--- src/design/mipsPkg.sv ---
/*
  shared types for the MIPS-subset pipeline
  opcodes and funct codes follow the standard MIPS32 encodings
*/
`default_nettype none

package mipsPkg;

	// primary opcodes
	localparam logic [5:0] opR    = 6'h00;
	localparam logic [5:0] opJ    = 6'h02;
	localparam logic [5:0] opJal  = 6'h03;
	localparam logic [5:0] opBeq  = 6'h04;
	localparam logic [5:0] opBne  = 6'h05;
	localparam logic [5:0] opAddi = 6'h08;
	localparam logic [5:0] opLw   = 6'h23;
	localparam logic [5:0] opSw   = 6'h2b;

	// R-format funct codes
	localparam logic [5:0] fnAdd = 6'h20;
	localparam logic [5:0] fnSub = 6'h22;
	localparam logic [5:0] fnAnd = 6'h24;
	localparam logic [5:0] fnOr  = 6'h25;
	localparam logic [5:0] fnSlt = 6'h2a;

	typedef logic [4:0] regIdxT;

	typedef struct packed {
		logic [5:0] op;
		regIdxT     rs;
		regIdxT     rt;
		regIdxT     rd;
		logic [4:0] shamt;
		logic [5:0] funct;
	} rFmtT;

	// jumps take rs, rt and imm16 together as the 26-bit target
	typedef struct packed {
		logic [5:0]  op;
		regIdxT      rs;
		regIdxT      rt;
		logic [15:0] imm16;
	} iFmtT;

	// same word, two field layouts
	typedef union packed {
		rFmtT rFmt;
		iFmtT iFmt;
	} instrU;

	typedef enum logic [2:0] {
		aluAdd,
		aluSub,
		aluAnd,
		aluOr,
		aluSlt
	} aluOpT;

	typedef struct packed {
		logic  regWrite;
		logic  memRead;
		logic  memWrite;
		logic  memToReg;
		logic  aluSrcImm;
		logic  isBranch;
		logic  branchNe;
		logic  jump;
		logic  link;
		aluOpT aluOp;
	} ctlT;

	// one pipeline register, reused for ID/EX, EX/MEM and MEM/WB
	typedef struct packed {
		logic        valid;
		logic [5:0]  op;
		ctlT         ctl;
		regIdxT      rs;
		regIdxT      rt;
		regIdxT      dest;
		logic [31:0] pcPlus4;
		logic [31:0] rsVal;
		logic [31:0] rtVal;
		logic [31:0] imm;
		logic [31:0] result;
	} stageT;

	typedef struct packed {
		logic pcWrite;
		logic ifIdWrite;
		logic ifFlush;
		logic bubble;
	} hazCtlT;

endpackage

`default_nettype wire

--- src/design/hazardUnit.sv ---
/*
  purely combinational interlock for the ID stage
  CLK and rst only serve a bound checker, the logic ignores them
  register 0 never creates a dependency
*/
`default_nettype none

module hazardUnit (
	input  wire logic            CLK,
	input  wire logic            rst,
	input  wire mipsPkg::instrU  idInstr,
	input  wire mipsPkg::stageT  exStage,
	input  wire mipsPkg::stageT  memStage,
	input  wire logic            branchTaken,
	input  wire logic            jump,
	output mipsPkg::hazCtlT      hazCtl
);

	logic [5:0]      idOp;
	mipsPkg::regIdxT idRs;
	mipsPkg::regIdxT idRt;
	logic            idBranch;
	logic            idReadsRs;
	logic            idReadsRt;
	logic            exLoad;
	logic            exAluWrite;
	logic            memLoad;
	logic            exHitsId;
	logic            memHitsId;
	logic            exHitsOperand;
	logic            ctlDep1;
	logic            ctlDep2a;
	logic            ctlDep2b;
	logic            loadUse;
	logic            stall;

	assign idOp = idInstr.iFmt.op;
	assign idRs = idInstr.iFmt.rs;
	assign idRt = idInstr.iFmt.rt;

	// branches compare in ID, so they need both sources early
	assign idBranch = (idOp == mipsPkg::opBeq) || (idOp == mipsPkg::opBne);

	// which sources the ID instruction actually reads in EX
	assign idReadsRs = (idOp == mipsPkg::opR) || (idOp == mipsPkg::opAddi) ||
		(idOp == mipsPkg::opLw) || (idOp == mipsPkg::opSw);
	assign idReadsRt = (idOp == mipsPkg::opR) || (idOp == mipsPkg::opSw);

	// producer classification
	assign exLoad     = exStage.valid && (exStage.op == mipsPkg::opLw);
	assign exAluWrite = exStage.valid && exStage.ctl.regWrite && !exLoad;
	assign memLoad    = memStage.valid && (memStage.op == mipsPkg::opLw);

	// dest match against either branch source
	assign exHitsId = (exStage.dest != '0) &&
		((exStage.dest == idRs) || (exStage.dest == idRt));
	assign memHitsId = (memStage.dest != '0) &&
		((memStage.dest == idRs) || (memStage.dest == idRt));

	// match only against operands really read
	assign exHitsOperand = (exStage.dest != '0) &&
		((idReadsRs && (exStage.dest == idRs)) || (idReadsRt && (exStage.dest == idRt)));

	// ALU result one ahead of a branch, one bubble
	assign ctlDep1 = idBranch && exAluWrite && exHitsId;
	// load ahead of a branch, two bubbles over two cycles
	assign ctlDep2a = idBranch && exLoad && exHitsId;
	assign ctlDep2b = idBranch && memLoad && memHitsId;
	// load ahead of an ordinary consumer
	assign loadUse = !idBranch && exLoad && exHitsOperand;

	assign stall = ctlDep1 || ctlDep2a || ctlDep2b || loadUse;

	// a stall holds the branch in ID, so no redirect yet
	always_comb begin
		hazCtl.pcWrite   = !stall;
		hazCtl.ifIdWrite = !stall;
		hazCtl.bubble    = stall;
		hazCtl.ifFlush   = (branchTaken || jump) && !stall;
	end

endmodule

`default_nettype wire

--- config.mk ---
export PLATFORM = sky130hd
export DESIGN_NAME = hazardUnit
export DESIGN_NICKNAME = d
export VERILOG_FILES = /design/src/design/mipsPkg.sv /design/src/design/hazardUnit.sv
export SDC_FILE = /design/constraint.sdc
export NUM_CORES = 1
export LEC_CHECK = 0
export BUFFER_PORTS_ARGS = -buffer_cell sky130_fd_sc_hd__buf_4
export CAP_MARGIN = 5
export CORE_AREA = 4 4 165 167
export DETAILED_ROUTE_END_ITERATION = 16
export DIE_AREA = 0 0 169 171
export PLACE_DENSITY = 0.32
export SYNTH_ARGS = -nofsm -noshare
export SYNTH_HDL_FRONTEND = slang
export SYNTH_SLANG_ARGS = --single-unit
--- constraint.sdc ---
create_clock -name vclk -period 1.2
set_input_delay 0.06 -clock vclk [all_inputs]
set_output_delay 0.06 -clock vclk [all_outputs]
set_load 0.02 [all_outputs]
# Yosys cells after proc, flatten, opt, wreduce, memory -nomap -nowiden
# Cells that the tools add are included.
[word_totals]
in_bits = 424
register_bits = 0
[op_classes]
n_reduce_logical = 36
eq_ne = 11
[ops]
columns = ["operator", "count"]
rows = [
  ["6-bit == test (second input constant)", 4],
  ["5-bit == test", 4],
  ["1-bit logical AND", 18],
  ["6-bit by 3-bit == test with 1-bit output (second input constant)", 2],
  ["1-bit logical OR", 12],
  ["5-bit nonzero test", 2],
  ["6-bit by 4-bit == test with 1-bit output (second input constant)", 1],
  ["6-bit logical NOT", 1],
  ["1-bit logical NOT", 3],
]

# Depth between registers and ports, before layout
[depth]
depth_word = 11
ltp_mapped = 6
depth_no_buf = 5

# Least setup slack after synthesis
# Ideal clock, no wire load.
[synth_timing]
kind = "input-to-output"
startpoint = "in exStage[160] (netlist name)"
endpoint = "out hazCtl[3] (netlist name)"
t_arrival_ns = 1.436
path_stages = 6
n_path_buf = 1
path_slack_ns = -0.296
path_cell_list = "or4_4 > o2111ai_2 > nor2_1 > a22oi_2 > and2_1 > buf_4"
[synth_rtl]
columns = ["element", "line", "source"]
rows = [
  ["from (decl)", "hazardUnit.sv:12", "input wire mipsPkg::stageT exStage,"],
  ["to (decl)", "hazardUnit.sv:16", "output mipsPkg::hazCtlT hazCtl"],
]

==> metrics.md <==
| Metric | Value |
|---|---|
| Vias after detailed routing | 672 |
| Clock buffer cells | 0 |
| Synth cell types | 24 |
| Hold slack | 0.451 ns |
| Largest net degree at the start of global routing | 4 |
| CP cell instances | buf_6 > or4_4 > o2111ai_2 > nor2_2 > a22oi_2 > o211a_1 > buf_6 |
| GRT Util Overall | 2.19% |
| RSZ-0062 raised after global routing | yes |
| Uppermost routed layer | met5 |
| Maximum fanout along the worst path | 3 |
| Layout cells sized above 1 | 57.0% |
| Wire per inst | 7.36 um |
| Area Growth Syn to Fin | 211% |
| Die Width | 169 um |
| Synth Warn # | 0 |
| IO Pins | 428 |
| Cells after Synth | 61 |
| Cells after DPL | about 460 |
| Placer congestion estimate | 0.657 |
| Final Cell Area | between 1000 and 1500 sq um |
| Area after DPL | 1310 sq um |
| Post-DR vias/cell | 1.47 |
| Max Cap Violations | 0 |
| Mapped Avg Cell Area | 7.04 sq um |
| Area of the multi-input gates | 429 sq um |
| Slowest cell on crit path | or4_4 |
| Seq. cell area | 0 sq um |
| Total negative slack | -1.54 ns |
| Portion of netlist area occupied by mux cells | 0% |
| Number of global-route vias before repair | around 740 |
| Period minus WS final | 1.61 ns |
| Core Region | 25800 sq um |
| Hpwl dp | around 3.2 mm |
| Setup-failing EPs final | 4 |
| Initial DRC count | 13 |
| Hold-fix buffers, CTS | 0 |
| Worst-case vdd ir drop | 61.7 uV |
| CP Data Required Time | ~1.1 ns |
| DRC | 0 |
| Met3 routed WL | approximately 630 um |
| Routed wire length | 3.36 mm |
| Number of fillers in the final layout | 3031 |
| Leak pwr | between 0.4 and 0.5 nW |
| Row count | 59 |
| Gr ovfl total | 0 |
| Fin. max-slew vios | 0 |
| Post-Synth XOR/XNOR Area | 42.9% |
| Initial antenna violation count | 4 |
| Setup slack after layout | -0.405 ns |
| Fmax | 0.623 GHz |
| IO Port Bufs | 47 |
| Post-Syn Area | 429 sq um |
| Crit path DAT | 1.55 ns |
| Routed Antenna Nets | 0 |
| Compound-Gate Fraction of Synth Area | 17.8% |
| Crit path largest cell delay | 0.54 ns |
| Nets | 547 |
| Register area share after synthesis | 0% |
| Pre-Repair DR Iteration Count | 4 |
| Final hold vios | 0 |
| PwrDens | 230 nW/um^2 |
| Metal2 WL | 1.41 mm |
| Total setup buffers inserted after CTS | 0 |
| Min-delay worst type | input pin to output pin |
| Fin crit share | 134% |
| Slew margin rel. | 73.0% |
| Initial Util | 1.67% |
| Worst setup path class | input pin to output pin |
| Cell mode on critical path | buf_6 |
| Largest family of logic cells by synthesized area | XOR/XNOR gates |
| Num sequential | 0 |
| Simple-gate share of the synthesized area | 35.9% |
| Crit end category | output pin |
| Finished Layout Cells | 457 |
| Violations in the final reports | setup timing |
| Die area | 28900 sq um |
| Status | finished, violations left |
| Startpoint types | input pin |
| Vert. Die Dim | 171 um |
| Post-Route M1 WL | 1.23 mm |
| Synthesized Nets | 485 |
| Area share of fa/ha/maj cells after synthesis | 0% |
| First-pass GRT wire length | 4.71 mm |
| Slew @ Worst Pin | 0.400 ns |
## synth_stat cells
master	count	area share [%]
nor2b_1	1	1.5
xnor2_1	20	41
o22ai_1	2	2.9
nand4_1	1	1.5
buf_4	2	3.5
nor3b_1	1	1.7
nand3_1	5	5.8
o211a_1	1	2.3
nor3_1	1	1.2
o2111ai_2	1	3.5
nor4_1	1	1.5
or3_1	1	1.5
nor2_1	6	5.2
a211oi_1	1	1.7
or4_1	1	1.7
and2_1	1	1.5
nor4b_1	1	2.0
a22oi_2	1	2.9
nand4b_1	1	2.0
o21ai_0	2	2.3
xor2_1	1	2.0
or4_4	1	2.6
nand2_1	7	6.1
a41oi_1	1	2.0
## layout make-up
type               count  area share (%)
multi-input cells     59            32.1
repair buffers        62            36.3
well taps            335            31.4
diodes                 1           0.187
## cells in the final DEF, fill, tap and decap left out, types with 2 or more instances in the layout
cell,n
xnor2_1,20
nand2_1,7
or4_4,2
nand3_1,5
o22ai_1,2
buf_4,57
buf_6,5
nor2_1,5
o21ai_0,2
## through the flow
step                util [%]  setup slack, ns  total power [W]
floorplan                  -           -0.192        0.0000992
global placement        5.08           -0.477         0.000308
detailed placement      5.08           -0.476         0.000307
CTS                     5.16           -0.396         0.000314
global route            5.18           -0.458         0.000342
finish                  5.18           -0.405         0.000307
## power breakdown
group / internal [W] / total (W) / switching, W
clock: 0.000000000112 / 0.000000000112 / 0
sequential: 0 / 0 / 0
combinational: 0.000190 / 0.000307 / 0.000117
## per-layer routing
metal,vias to the layer above,track usage [%]
met2,36,3.31
met3,8,1.62
met5,-,0
li1,340,-
met4,6,0.595
met1,282,2.45
## logic make-up after synthesis
family / after synthesis
buffers and inverters: 2
xor gates and xnor gates: 21
AOI/OAI and AO/OA: 9
and+or+nand+nor: 29
## path summary, 6_finish.rpt
check	startpoint	end	slack [ns]	cells after the start
max	exStage[160]	hazCtl[1]	-0.41	7
min	branchTaken	hazCtl[1]	0.45	3
## what timing repair did
action,in CTS,in global routing
resized for setup,7,1
pin swaps,3,0
endpoints found under the setup margin,4,4
## worst max-delay path: cells and delay by family
family                 cells  cell delay (ns)
buffers and inverters      2             0.21
and+or+nand+nor            2             0.60
AOI/OAI and AO/OA          3             0.68
Note: power is estimated with default switching activity, not from simulation.
