### src/design/mipsPkg.sv
/*
  shared types for the MIPS-subset pipeline
  opcodes and funct codes follow the standard MIPS32 encodings
*/
`default_nettype none

package mipsPkg;

	// primary opcodes
	localparam logic [5:0] opR    = 6'h00;
	localparam logic [5:0] opJ    = 6'h02;
	localparam logic [5:0] opJal  = 6'h03;
	localparam logic [5:0] opBeq  = 6'h04;
	localparam logic [5:0] opBne  = 6'h05;
	localparam logic [5:0] opAddi = 6'h08;
	localparam logic [5:0] opLw   = 6'h23;
	localparam logic [5:0] opSw   = 6'h2b;

	// R-format funct codes
	localparam logic [5:0] fnAdd = 6'h20;
	localparam logic [5:0] fnSub = 6'h22;
	localparam logic [5:0] fnAnd = 6'h24;
	localparam logic [5:0] fnOr  = 6'h25;
	localparam logic [5:0] fnSlt = 6'h2a;

	typedef logic [4:0] regIdxT;

	typedef struct packed {
		logic [5:0] op;
		regIdxT     rs;
		regIdxT     rt;
		regIdxT     rd;
		logic [4:0] shamt;
		logic [5:0] funct;
	} rFmtT;

	// jumps take rs, rt and imm16 together as the 26-bit target
	typedef struct packed {
		logic [5:0]  op;
		regIdxT      rs;
		regIdxT      rt;
		logic [15:0] imm16;
	} iFmtT;

	// same word, two field layouts
	typedef union packed {
		rFmtT rFmt;
		iFmtT iFmt;
	} instrU;

	typedef enum logic [2:0] {
		aluAdd,
		aluSub,
		aluAnd,
		aluOr,
		aluSlt
	} aluOpT;

	typedef struct packed {
		logic  regWrite;
		logic  memRead;
		logic  memWrite;
		logic  memToReg;
		logic  aluSrcImm;
		logic  isBranch;
		logic  branchNe;
		logic  jump;
		logic  link;
		aluOpT aluOp;
	} ctlT;

	// one pipeline register, reused for ID/EX, EX/MEM and MEM/WB
	typedef struct packed {
		logic        valid;
		logic [5:0]  op;
		ctlT         ctl;
		regIdxT      rs;
		regIdxT      rt;
		regIdxT      dest;
		logic [31:0] pcPlus4;
		logic [31:0] rsVal;
		logic [31:0] rtVal;
		logic [31:0] imm;
		logic [31:0] result;
	} stageT;

	typedef struct packed {
		logic pcWrite;
		logic ifIdWrite;
		logic ifFlush;
		logic bubble;
	} hazCtlT;

endpackage

`default_nettype wire

### src/design/instrDecode.sv
/*
  ID-stage decoder for the supported subset only
  unknown opcodes and functs decode as a no-op with dest 0
*/
`default_nettype none

module instrDecode (
	input  wire mipsPkg::instrU instr,
	output mipsPkg::ctlT        ctl,
	output mipsPkg::regIdxT     rs,
	output mipsPkg::regIdxT     rt,
	output mipsPkg::regIdxT     dest,
	output logic [31:0]         imm
);

	assign rs  = instr.iFmt.rs;
	assign rt  = instr.iFmt.rt;
	assign imm = {{16{instr.iFmt.imm16[15]}}, instr.iFmt.imm16};

	always_comb begin
		// everything off unless an opcode turns it on
		ctl       = '0;
		ctl.aluOp = mipsPkg::aluAdd;
		dest      = '0;
		case (instr.rFmt.op)
			mipsPkg::opR: begin
				ctl.regWrite = 1'b1;
				dest         = instr.rFmt.rd;
				case (instr.rFmt.funct)
					mipsPkg::fnAdd: ctl.aluOp = mipsPkg::aluAdd;
					mipsPkg::fnSub: ctl.aluOp = mipsPkg::aluSub;
					mipsPkg::fnAnd: ctl.aluOp = mipsPkg::aluAnd;
					mipsPkg::fnOr:  ctl.aluOp = mipsPkg::aluOr;
					mipsPkg::fnSlt: ctl.aluOp = mipsPkg::aluSlt;
					default: begin
						// includes the all-zero flushed word
						ctl.regWrite = 1'b0;
						dest         = '0;
					end
				endcase
			end
			mipsPkg::opAddi: begin
				ctl.regWrite  = 1'b1;
				ctl.aluSrcImm = 1'b1;
				dest          = instr.iFmt.rt;
			end
			mipsPkg::opLw: begin
				ctl.regWrite  = 1'b1;
				ctl.memRead   = 1'b1;
				ctl.memToReg  = 1'b1;
				ctl.aluSrcImm = 1'b1;
				dest          = instr.iFmt.rt;
			end
			mipsPkg::opSw: begin
				ctl.memWrite  = 1'b1;
				ctl.aluSrcImm = 1'b1;
			end
			mipsPkg::opBeq: ctl.isBranch = 1'b1;
			mipsPkg::opBne: begin
				ctl.isBranch = 1'b1;
				ctl.branchNe = 1'b1;
			end
			mipsPkg::opJ: ctl.jump = 1'b1;
			mipsPkg::opJal: begin
				// link register is fixed
				ctl.jump     = 1'b1;
				ctl.link     = 1'b1;
				ctl.regWrite = 1'b1;
				dest         = 5'd31;
			end
			default: ctl = '0;
		endcase
	end

endmodule

`default_nettype wire

### config.mk
export PLATFORM = sky130hd
export DESIGN_NAME = instrDecode
export DESIGN_NICKNAME = d
export VERILOG_FILES = /design/src/design/mipsPkg.sv /design/src/design/instrDecode.sv
export SDC_FILE = /design/constraint.sdc
export NUM_CORES = 1
export LEC_CHECK = 0
export BUFFER_PORTS_ARGS = -buffer_cell sky130_fd_sc_hd__buf_2
export CAP_MARGIN = 10
export CORE_MARGIN = 1.5
export CORE_UTILIZATION = 33
export DETAILED_ROUTE_END_ITERATION = 6
export PLACE_DENSITY = 0.92
export SKIP_LAST_GASP = 1
export SLEW_MARGIN = 30
export SYNTH_ARGS = -nofsm -noshare
export SYNTH_HDL_FRONTEND = slang
export SYNTH_SLANG_ARGS = --single-unit
### constraint.sdc
create_clock -name vclk -period 3.5
set_clock_uncertainty 0.05 [all_clocks]
set_input_delay 0.35 -clock vclk [all_inputs]
set_output_delay 0.35 -clock vclk [all_outputs]
set_load 0.02 [all_outputs]
== Yosys cells after proc, flatten, opt, wreduce, memory -nomap -nowiden ==
Index checks and enable logic that the tools add are counted.

* Register bits after elaboration: 0
* Bits in latches: 0
* Memory bits (writable): 0
* Bits in read-only memories: 0
* Output and inout bits: 59
* Word-level logic and storage cells: 32
* Memories: 0

* $add $sub $neg: 0
* Multipliers: 0
* Divide/modulo/power cells: 0
* Magnitude comparators: 0
* Equal/unequal tests: 12
* Shifts and indexed selects: 0
* Muxes and demuxes: 13
* Bitwise gates (word level): 0
* Reductions and logical operators: 7

{| class="wikitable"
|+ Operators with widths
! kind !! count
|-
| == test 6 bit (second input constant) || 7
|-
| one-hot mux 5 bit (3 select lines) || 1
|-
| == test 6 x 2 -> 1 bit (second input constant) || 2
|-
| == test 6 x 3 -> 1 bit (second input constant) || 2
|-
| one-hot mux 3 bit (4 select lines) || 1
|-
| two-way mux 1 bit || 8
|-
| == test 6 x 4 -> 1 bit (second input constant) || 1
|-
| zero test 6 bit || 1
|-
| OR reduction 2 bit || 3
|-
| OR reduction 3 bit || 2
|-
| two-way mux 5 bit || 1
|-
| OR reduction 5 bit || 1
|-
| two-way mux 3 bit || 1
|-
| one-hot mux 1 bit (2 select lines) || 1
|}

== Longest topological paths before layout ==
* Word-level depth: 4
* Depth in mapped cells: 4
* Mapped depth without buffers: 3

== Worst setup path before layout ==
No wires, ideal clock.

* Path type: in2out
* From: input port instr[26] (netlist bit)
* To: output port ctl[2] (netlist bit)
* Arrival time: 1.523 ns
* Path slack: 1.577 ns
* Stages: 3
* Path through: nor4b_1 -> nand2_1 -> nor4_1

{| class="wikitable"
|+ RTL lines
! what !! line !! RTL
|-
| start: declaration || instrDecode.sv:8 || <nowiki>input wire mipsPkg::instrU instr,</nowiki>
|-
| end: declaration || instrDecode.sv:9 || <nowiki>output mipsPkg::ctlT ctl,</nowiki>
|}

== Worst setup path in the final report ==
* From: input port instr[31] (netlist bit)
* To: output port dest[3]

* Longest elaborated chain between the ends: 3
* Elaborated cells between the ends (all ways): 6
* Those cells by class: 3 x eq/ne; 1 x mux; 2 x reduce/logical

{| class="wikitable"
|+ Ends and longest elaborated chain
! what !! line !! RTL
|-
| == test 6 bit or == test 6 x 4 -> 1 bit (tied branches) || instrDecode.sv:25 || <nowiki>case (instr.rFmt.op)</nowiki>
|-
| OR reduction 2 bit (no line) || n/a ||
|-
| one-hot mux 5 bit (3 select lines) * || instrDecode.sv:25 ||
|-
| end: declaration || instrDecode.sv:12 || <nowiki>output mipsPkg::regIdxT dest,</nowiki>
|}

Mark *: on every way between the ends. The rest lies on a longest branch, timed or not.

==> results.sh <==
export IMPL_outcome="finished, final reports clean"
export IMPL_drc_errors=0
export IMPL_path_max_fanout=7
export IMPL_grt_pass1_wl_um=1510
export IMPL_initial_core_util_pct=34.7
export IMPL_hold_class="primary input to output pin"
export IMPL_rows=15
export IMPL_setup_viol=0
export IMPL_maxCapViolations=0
export IMPL_drv_slew=0
export IMPL_seq_cells=0
export IMPL_drive_gt1_share_pct=76.9
export IMPL_finish_utilization_pct=37.6
export IMPL_synth_avg_cell_area_um2=7.62
export IMPL_post_route_period_util_pct=57.3
export IMPL_combPwrFrac_pct=100.0
export IMPL_ir_worst_vdd_mv=0.0418
export IMPL_max_slew_margin_pct=74.4
export IMPL_arrival_ps=1610
export IMPL_syn_area_um2=587
export IMPL_crit_required_ps=3100
export IMPL_fill_cells=176
export IMPL_avgViaCountPerCell=4.82
export IMPL_vias=583
export IMPL_timing_fmax_ghz=0.499
export IMPL_cts_resized_gates=0
export IMPL_hold_start="instr[7]"
export IMPL_switchingPower_mw=0.0517
export IMPL_fin_nets=138
export IMPL_dr_pass1_iters=4
export IMPL_grt_pass1_vias=348
export IMPL_post_dp_hpwl_um=1100
export IMPL_diodes=0
export IMPL_rsz0062_at_grt="no"
export IMPL_ioPinCount=91
export IMPL_ys_types=25
export IMPL_seq_area_um2=0
export IMPL_cts_hold_buf=0
export IMPL_antenna_found_initial=0
export IMPL_grt_overflow_total=0
export IMPL_yosysWarnings=0
export IMPL_syn_inst=77
export IMPL_place_congestion=0.646
export IMPL_worst_pin_slew_ps=379
export IMPL_synth_net_count=109
export IMPL_power_frac_clock_pct=0
export IMPL_powerDensity_nw_per_um2=128
export IMPL_p_int_mw=0.0298
export IMPL_grtUsageTotal_pct=9.14
export IMPL_crit_type="primary input to output pin"
export IMPL_post_cts_setup_buffers=0
export IMPL_start_kind="primary input"
export IMPL_port_buffers=71
export IMPL_die_y_um=45.2
export IMPL_synth_seq_area_share_pct=0
export IMPL_hold_end="imm[7]"
export IMPL_swShare_pct=63.5
export IMPL_wire_per_inst_um=10.5
export IMPL_grt_max_degree=19
export IMPL_pre_cts_slack_ps=1490
export IMPL_finalHoldViolations=0
export IMPL_postRouteAntennaNets=0
export IMPL_postRouteWirelength_um=1280
export IMPL_power_frac_seq_pct=0
export IMPL_die_w_um=45.2
export IMPL_fin_crit_ps=2010
export IMPL_fin_ws_ps=1490
export IMPL_finalSetupTns_ps=0
export IMPL_p_leak_nw=0.406
export IMPL_drt_first_iter_violations=14
export IMPL_core_area_um2=1690
export IMPL_clock_buffers=0
export IMPL_min_path_cells=0
export IMPL_area_growth_pct=8.32
export IMPL_end_kind="output pin"
export IMPL_dieArea_um2=2040
cells by family after synthesis:
family / after synthesis / share of synthesized area [%]
buffers and inverters: 45 / 56.5
AND/OR/NAND/NOR: 23 / 26.7
multiplexers: 1 / 1.71
AO/OA/AOI/OAI: 8 / 15.1
worst max path at each step:
stage / startpoint / end / slack [ps] / depth (start not counted)
final: instr[31] / dest[3] / 1490 / 5
after global routing: instr[26] / dest[1] / 1290 / 5
after CTS: instr[26] / dest[3] / 1480 / 5
after detailed placement: instr[26] / dest[3] / 1490 / 5
after global placement: instr[31] / dest[0] / 1500 / 5
after floorplan: instr[26] / ctl[2] / 1580 / 3
power by group through the flow:
stage / logic, mW / clock network [mW] / registers (mW)
3_3_place_gp: 0.0803 / 0 / 0
6_report: 0.0815 / 0 / 0
3_5_place_dp: 0.0815 / 0 / 0
5_1_grt: 0.0879 / 0 / 0
2_1_floorplan: 0.0842 / 0 / 0
4_1_cts: 0.0816 / 0 / 0
area by class of cell:
class,count,area [µm²],share of cell area [%]
Timing Repair Buffer,71,355,55.9
Multi-Input combinational cell,32,255,40.2
Tap cell,17,21.3,3.35
Inverter,1,3.75,0.591
cells in the mapped netlist (all sizes together):
| cell type | n | area (µm²) |
|---|---|---|
| nand2b | 1 | 6.26 |
| nand4b | 1 | 8.76 |
| nand2 | 2 | 7.51 |
| and2 | 2 | 12.5 |
| or2 | 1 | 6.26 |
| and3 | 4 | 27.5 |
| a21oi | 1 | 5.00 |
| clkbuf | 1 | 5.00 |
| a21boi | 1 | 18.8 |
| or4b | 1 | 13.8 |
| or3 | 1 | 6.26 |
| nor2 | 2 | 7.51 |
| mux2i | 1 | 10.0 |
| nor2b | 1 | 6.26 |
| nor3b | 2 | 15.0 |
| inv | 1 | 3.75 |
| a221o | 5 | 53.8 |
| nor4b | 1 | 8.76 |
| nor4 | 3 | 25.0 |
| buf | 43 | 323 |
| o2111a | 1 | 11.3 |
| nor3 | 1 | 5.00 |
stage by stage:
step	hold slack (ps)	total power, mW	cells	instance area (µm²)
after floorplan	733	0.0842	77	587
after global placement	650	0.0803	121	636
after detailed placement	650	0.0815	121	636
after CTS	650	0.0816	121	636
after global routing	650	0.0879	121	636
final	650	0.0815	121	636
critical path: stages:
cell and delay, ps:
buf_2 130, or4b_4 550, a21boi_4 250, a221o_2 170, buf_2 150
cells in the final DEF, fill, tap and decap left out, types with 2 or more instances in the layout:
| master | n |
|---|---|
| buf_2 | 71 |
| nand2_1 | 2 |
| nor3b_1 | 2 |
| nor2_1 | 2 |
| and3_1 | 2 |
| a221o_2 | 3 |
| nor4_1 | 2 |
| and2_1 | 2 |
| and3_2 | 2 |
| a221o_1 | 2 |
routing by layer:
layer  GRT usage (%)  up-vias  part of all wire [%]
met5               0        -                     0
met4            1.18        0                  0.39
met1            10.7      246                    39
met2            18.6       50                    49
li1                -      285                     -
met3               0        2                    12
Note: power is estimated with default switching activity, not from simulation.
