==> src/design/mipsPkg.sv <==
/*
  shared types for the MIPS-subset pipeline
  opcodes and funct codes follow the standard MIPS32 encodings
*/
`default_nettype none

package mipsPkg;

	// primary opcodes
	localparam logic [5:0] opR    = 6'h00;
	localparam logic [5:0] opJ    = 6'h02;
	localparam logic [5:0] opJal  = 6'h03;
	localparam logic [5:0] opBeq  = 6'h04;
	localparam logic [5:0] opBne  = 6'h05;
	localparam logic [5:0] opAddi = 6'h08;
	localparam logic [5:0] opLw   = 6'h23;
	localparam logic [5:0] opSw   = 6'h2b;

	// R-format funct codes
	localparam logic [5:0] fnAdd = 6'h20;
	localparam logic [5:0] fnSub = 6'h22;
	localparam logic [5:0] fnAnd = 6'h24;
	localparam logic [5:0] fnOr  = 6'h25;
	localparam logic [5:0] fnSlt = 6'h2a;

	typedef logic [4:0] regIdxT;

	typedef struct packed {
		logic [5:0] op;
		regIdxT     rs;
		regIdxT     rt;
		regIdxT     rd;
		logic [4:0] shamt;
		logic [5:0] funct;
	} rFmtT;

	// jumps take rs, rt and imm16 together as the 26-bit target
	typedef struct packed {
		logic [5:0]  op;
		regIdxT      rs;
		regIdxT      rt;
		logic [15:0] imm16;
	} iFmtT;

	// same word, two field layouts
	typedef union packed {
		rFmtT rFmt;
		iFmtT iFmt;
	} instrU;

	typedef enum logic [2:0] {
		aluAdd,
		aluSub,
		aluAnd,
		aluOr,
		aluSlt
	} aluOpT;

	typedef struct packed {
		logic  regWrite;
		logic  memRead;
		logic  memWrite;
		logic  memToReg;
		logic  aluSrcImm;
		logic  isBranch;
		logic  branchNe;
		logic  jump;
		logic  link;
		aluOpT aluOp;
	} ctlT;

	// one pipeline register, reused for ID/EX, EX/MEM and MEM/WB
	typedef struct packed {
		logic        valid;
		logic [5:0]  op;
		ctlT         ctl;
		regIdxT      rs;
		regIdxT      rt;
		regIdxT      dest;
		logic [31:0] pcPlus4;
		logic [31:0] rsVal;
		logic [31:0] rtVal;
		logic [31:0] imm;
		logic [31:0] result;
	} stageT;

	typedef struct packed {
		logic pcWrite;
		logic ifIdWrite;
		logic ifFlush;
		logic bubble;
	} hazCtlT;

endpackage

`default_nettype wire

==> src/design/execUnit.sv <==
/*
  EX-stage ALU with operand forwarding, MEM has priority over WB
  loads in MEM are never forwarded, the hazard unit stalls those
*/
`default_nettype none

module execUnit (
	input  wire mipsPkg::stageT  exStage,
	input  wire mipsPkg::stageT  memFwd,
	input  wire logic            wbFwdValid,
	input  wire mipsPkg::regIdxT wbFwdReg,
	input  wire logic [31:0]     wbFwdData,
	output logic [31:0]          result,
	output logic [31:0]          storeData
);

	logic        memOk;
	logic        wbOk;
	logic [31:0] opA;
	logic [31:0] rtFwd;
	logic [31:0] opB;
	logic [31:0] aluOut;

	// usable producers, register 0 excluded
	assign memOk = memFwd.valid && memFwd.ctl.regWrite && !memFwd.ctl.memRead &&
		(memFwd.dest != '0);
	assign wbOk = wbFwdValid && (wbFwdReg != '0);

	// newest value wins
	assign opA = (memOk && (memFwd.dest == exStage.rs)) ? memFwd.result :
		(wbOk && (wbFwdReg == exStage.rs)) ? wbFwdData : exStage.rsVal;
	assign rtFwd = (memOk && (memFwd.dest == exStage.rt)) ? memFwd.result :
		(wbOk && (wbFwdReg == exStage.rt)) ? wbFwdData : exStage.rtVal;

	assign opB       = exStage.ctl.aluSrcImm ? exStage.imm : rtFwd;
	assign storeData = rtFwd;

	always_comb begin
		case (exStage.ctl.aluOp)
			mipsPkg::aluSub: aluOut = opA - opB;
			mipsPkg::aluAnd: aluOut = opA & opB;
			mipsPkg::aluOr:  aluOut = opA | opB;
			// signed compare
			mipsPkg::aluSlt: aluOut = {31'd0, $signed(opA) < $signed(opB)};
			default:         aluOut = opA + opB;
		endcase
	end

	// jal writes its return address
	assign result = exStage.ctl.link ? exStage.pcPlus4 : aluOut;

endmodule

`default_nettype wire

==> config.mk <==
export PLATFORM = sky130hd
export DESIGN_NAME = execUnit
export DESIGN_NICKNAME = d
export VERILOG_FILES = /design/src/design/mipsPkg.sv /design/src/design/execUnit.sv
export SDC_FILE = /design/constraint.sdc
export NUM_CORES = 1
export LEC_CHECK = 0
export ABC_AREA = 0
export BUFFER_PORTS_ARGS = -buffer_cell sky130_fd_sc_hd__buf_2
export CAP_MARGIN = 25
export CORE_AREA = 2 2 192 194
export DETAILED_ROUTE_END_ITERATION = 16
export DIE_AREA = 0 0 194 196
export PLACE_DENSITY = 0.41
export RECOVER_POWER = 100
export SYNTH_ARGS = -nofsm -noshare
export SYNTH_HDL_FRONTEND = slang
export SYNTH_SLANG_ARGS = --single-unit
==> constraint.sdc <==
create_clock -name vclk -period 8.96
set_clock_uncertainty 0.1 [all_clocks]
set_input_delay 1.792 -clock vclk [all_inputs]
set_output_delay 1.792 -clock vclk [all_outputs]
set_load 0.01 [all_outputs]
* Word-level counts from Yosys, hierarchy flattened
Index checks and enable logic that the tools add are counted.
** Cells by class
- Add/subtract/negate cells :: 2
- Order comparisons :: 1
- Eq/ne operators :: 8
- Multiplexer cells :: 7
- Bitwise logic cells :: 2
- Reduce and logical (&&, ||, !) cells :: 11
** Operators by type and width (count)
- $mux 32 :: 6
- $pmux 32 s4 :: 1
- $add 32x32->32 :: 1
- $and 32x32->32 :: 1
- $lt 32x32->1 :: 1
- $or 32x32->32 :: 1
- $sub 32x32->32 :: 1
- $eq 5x5->1 :: 4
- $reduce_bool 5->1 :: 2
- $logic_and 1x1->1 :: 8
- $eq 3x2->1 const B :: 2
- $eq 3x1->1 const B :: 1
- $eq 3x3->1 const B :: 1
- $logic_not 1->1 :: 1
** Storage, ports and cells
- Bits in registers :: 0
- Output and inout port bits :: 64

* Logic depth before layout (Yosys ltp)
- Depth after elaboration :: 9
- Mapped depth :: 20
- Gate-level depth less buffers :: 19

* Worst setup path before layout
Ideal clock, no wire load.
- Path kind :: input to output
- From :: input memFwd[164] in the netlist's numbering
- To :: output result[30]
- Arrival time :: 6.032 ns
- Data required time :: 7.068 ns
- Setup slack :: 1.036 ns
- Stages :: 19
- Path buffers :: 1
- Cell sequence :: xnor2_1 nand3_1 nor4_1 clkbuf_1 nand2_1 o21ai_0 mux2_2 ha_1 inv_1 fa_1 and2b_1 o31a_1 o21ai_1 o21ai_1 a21oi_1 a2111oi_2 mux2i_1 o41ai_1 o211ai_1
** On the way
- Cells in the longest elaborated chain, start to end :: 8
- Elaborated cells on any way between the ends :: 15
- Classes of those cells :: add/sub: 2; eq/ne: 2; mux: 5; bitwise: 2; reduce/logical: 4
** RTL lines
- start: declaration :: RTL line execUnit.sv:9 : input wire mipsPkg::stageT memFwd,
- $reduce_bool 5->1 :: RTL line execUnit.sv:26 : (memFwd.dest != '0);
- $logic_and 1x1->1 :: RTL line execUnit.sv:25 : assign memOk = memFwd.valid && memFwd.ctl.regWrite && !memFwd.ctl.memRead &&
- $logic_and 1x1->1 (*) :: RTL line execUnit.sv:32 : assign rtFwd = (memOk && (memFwd.dest == exStage.rt)) ? memFwd.result :
- $mux 32 (*) :: RTL line execUnit.sv:32
- named net storeData[0] :: RTL line execUnit.sv:14 : output logic [31:0] storeData
- $mux 32 (*) :: RTL line execUnit.sv:35 : assign opB = exStage.ctl.aluSrcImm ? exStage.imm : rtFwd;
- $add 32x32->32 / $sub 32x32->32 (equally long branches) :: RTL line execUnit.sv:45, execUnit.sv:40
- $pmux 32 s4 (*) :: RTL line execUnit.sv:39 : case (exStage.ctl.aluOp)
- $mux 32 (*) :: RTL line execUnit.sv:50 : assign result = exStage.ctl.link ? exStage.pcPlus4 : aluOut;
- end: declaration :: RTL line execUnit.sv:13 : output logic [31:0] result,
Mark *: on every way through the listed nets, which the timed path passes. The rest lies on a longest branch.

* Final worst setup path
- From :: input wbFwdReg[1]
- To :: output result[28]
** On the way
- Cells in the longest elaborated chain, start to end :: 9
- Elaborated cells on any way between the ends :: 17
- Classes of those cells :: add/sub: 2; eq/ne: 2; mux: 7; bitwise: 2; reduce/logical: 4
** RTL lines
- start: declaration :: RTL line execUnit.sv:11 : input wire mipsPkg::regIdxT wbFwdReg,
- $reduce_bool 5->1 :: RTL line execUnit.sv:27 : assign wbOk = wbFwdValid && (wbFwdReg != '0);
- $logic_and 1x1->1 :: RTL line execUnit.sv:27
- $logic_and 1x1->1 :: RTL line execUnit.sv:33 : (wbOk && (wbFwdReg == exStage.rt)) ? wbFwdData : exStage.rtVal;
- $mux 32 :: RTL line execUnit.sv:33
- $mux 32 :: RTL line execUnit.sv:32
- $mux 32 :: RTL line execUnit.sv:35
- $add 32x32->32 (tied with other cells) :: RTL line execUnit.sv:45 : default: aluOut = opA + opB;
- $pmux 32 s4 (*) :: RTL line execUnit.sv:39
- $mux 32 (*) :: RTL line execUnit.sv:50
Mark *: on every way between the ends. The rest lies on a longest branch, timed or not.

==> impl_metrics.ini <==
[run_status]
status = finished clean

[detailed_routing]
routedWlPerCell_um = 18.39
dr.pass1.iters = 5
drcViolationCount = 0
drt-initial-drc-count = 462
ant_nets = 0
wl_mm = 33.94
drt-vias-per-instance = 4.843
vias = 8940

[pwr]
pwr_density_cell_nw_per_um2 = 72.59
p_sw_frac = 0.5954
p_int_mw = 0.2762
combPwrFrac = 1.000
p_sw_mw = 0.4064
leakage_nw = 4.170
peakVddDrop_mv = 0.02452
total_power_mw = 0.6826
p_seq_frac = 0
p_clk_frac = 0

[timing]
finalCritPeriodShare = 0.9707
fmax_mhz = 115.0
relSlewSlack = 0.3459
slew_viol_final = 0
min_period_ns = 8.697
finalSetupViolations = 0
tightest_slew_ns = 0.9775
hold_viol = 0
rsz0062_at_grt = false
final.setup.tns_ns = 0

[layout]
nets = 1903
most-common-layout-cells = buf_2, a21oi_1, nor2_1
nClkBuffers = 0
regArea_um2 = 0
instances_no_fill = 1846
drive_gt1_frac = 0.2527
syn_to_final_growth_pct = 28.75
flops_and_latches = 0
final_common_cell = buf_2

[die]
die_w_um = 194
die_h_um = 196
core.rowCount = 70
ios = 490
initial_core_util = 0.2024
core_um2 = 36080
dieArea_um2 = 38020

[critical_path]
worstSetupStartpointType = input pin
cp_cell_sequence = buf_2 > or4_1 > o21ai_1 > nor4_4 > buf_12 > mux2i_1 > o21ai_0 > mux2_2 > ha_1 > nor2b_1 > o211ai_1 > a21oi_1 > nor4_2 > nand2_1 > a211o_1 > a21boi_1 > a21oi_1 > a2111oi_2 > buf_2
max_stage_delay_ns = 0.56
slowest_stage = ha_1
cp_data_arrival_time_ns = 6.81
cp_data_required_time_ns = 7.07
path_class = in -> out
worst-path-max-fanout = 14
critPathCaptureType = primary output

[grt]
grt_overflow = 0
grt_first_pass_wirelength_mm = 51.58
grt_start_max_net_pins = 65
grt_pass1_vias = 8733
grt_usage = 0.1699
antenna_found_initial = 2

[placed_design]
portBuffers = 285
dp.cells = 1844
globalplace.congestion = 0.8521
dp_hpwl_mm = 27.96

[flow_run]
drv_cap = 0

[yosys]
yosys_warnings = 0
syn_inst = 1114
yosysUniqueCellTypes = 78
syn_area_um2 = 7303
yosysSeqAreaShare = 0
syn-num-nets = 1638
syn_area_per_cell_um2 = 6.556

[min_path]
hp-class = in -> out
holdPathStages = 4

[cts]
cts_hold_buffers = 0
## critical path, delay by kind of cell
kind	cells	cell delay, ns
multiplexers	2	0.46
AND/OR/NAND/NOR	5	1.37
buffers and inverters	3	0.53
AO/OA/AOI/OAI	8	2.05
adder cells (fa/ha/maj)	1	0.56
## cell families after synthesis
group | share of synthesized area
compound gates | 0.3498
simple gates | 0.1883
buf+inv | 0.09285
mux | 0.1437
fa+ha+maj | 0.1713
xor+xnor | 0.05397
## layout make-up
cell class	count	area, um^2
antenna	1	2.502
fill	4163	26680
inverter	100	375.4
multi-input combinational	942	6654
tap	468	585.6
timing repair buffer	335	1785
## cells in the mapped netlist (all sizes together) (6+ instances only)
library cell,count,area (um^2)
a21oi,116,584.3
nand3,19,95.09
or2,6,37.54
mux2i,70,700.7
clkbuf,53,200.2
ha,96,1201
o22ai,7,43.79
o21a,8,60.06
xor2,13,113.9
and3,6,37.54
nand2b,11,68.82
nor4,13,100.1
o31a,6,52.55
nand2,92,345.3
o21ai,107,539.3
nor3,9,45.04
o211ai,17,132.6
o31ai,10,75.07
nor2,113,424.2
or3,9,56.30
inv,99,371.6
nor2b,9,56.30
xnor2,32,280.3
a2111oi,9,110.1
buf,19,102.6
o221ai,6,52.55
mux2,31,349.1
o21bai,13,97.59
a211oi,21,162.6
a31oi,12,75.07
a21o,13,97.59
## metrics by stage
| stage | util | setup WS [ns] | instance area [um^2] | hold slack [ns] |
|---|---|---|---|---|
| finish | 0.2606 | 0.2629 | 9403 | 3.788 |
| global route | 0.2605 | 0.02908 | 9400 | 3.818 |
| CTS | 0.2626 | 0.1938 | 9475 | 3.783 |
| detailed placement | 0.2626 | 0.2260 | 9475 | 3.782 |
| global placement | 0.2624 | 0.1080 | 9468 | 3.781 |
| floorplan | - | 1.036 | 7303 | 3.590 |
## per-layer routing
metal  GRT usage  vias up  share of wire
li1            -     4536              -
met5           0        -        0.00053
met2      0.2771      305           0.44
met4    0.005331        2         0.0015
met1      0.2506     4089           0.49
met3     0.02080        8          0.064
## power by group through the flow
stage	clock, mW	combinational (mW)	sequential, mW
after global routing	0	0.757	0
after global placement	0	0.688	0
after detailed placement	0	0.688	0
after floorplan	0	0.435	0
final	0.0000000150	0.683	0
after CTS	0	0.692	0
## final timing paths
kind    startpoint    endpoint  slack (ns)
max    wbFwdReg[1]  result[28]        0.26
min   exStage[128]   result[0]        3.79
## what timing repair did
action,4_1_cts,5_1_grt
endpoints found under the setup margin,0,6
setup buffers,0,1
gates resized for setup,0,2
Power figures use the tool's default switching activity.
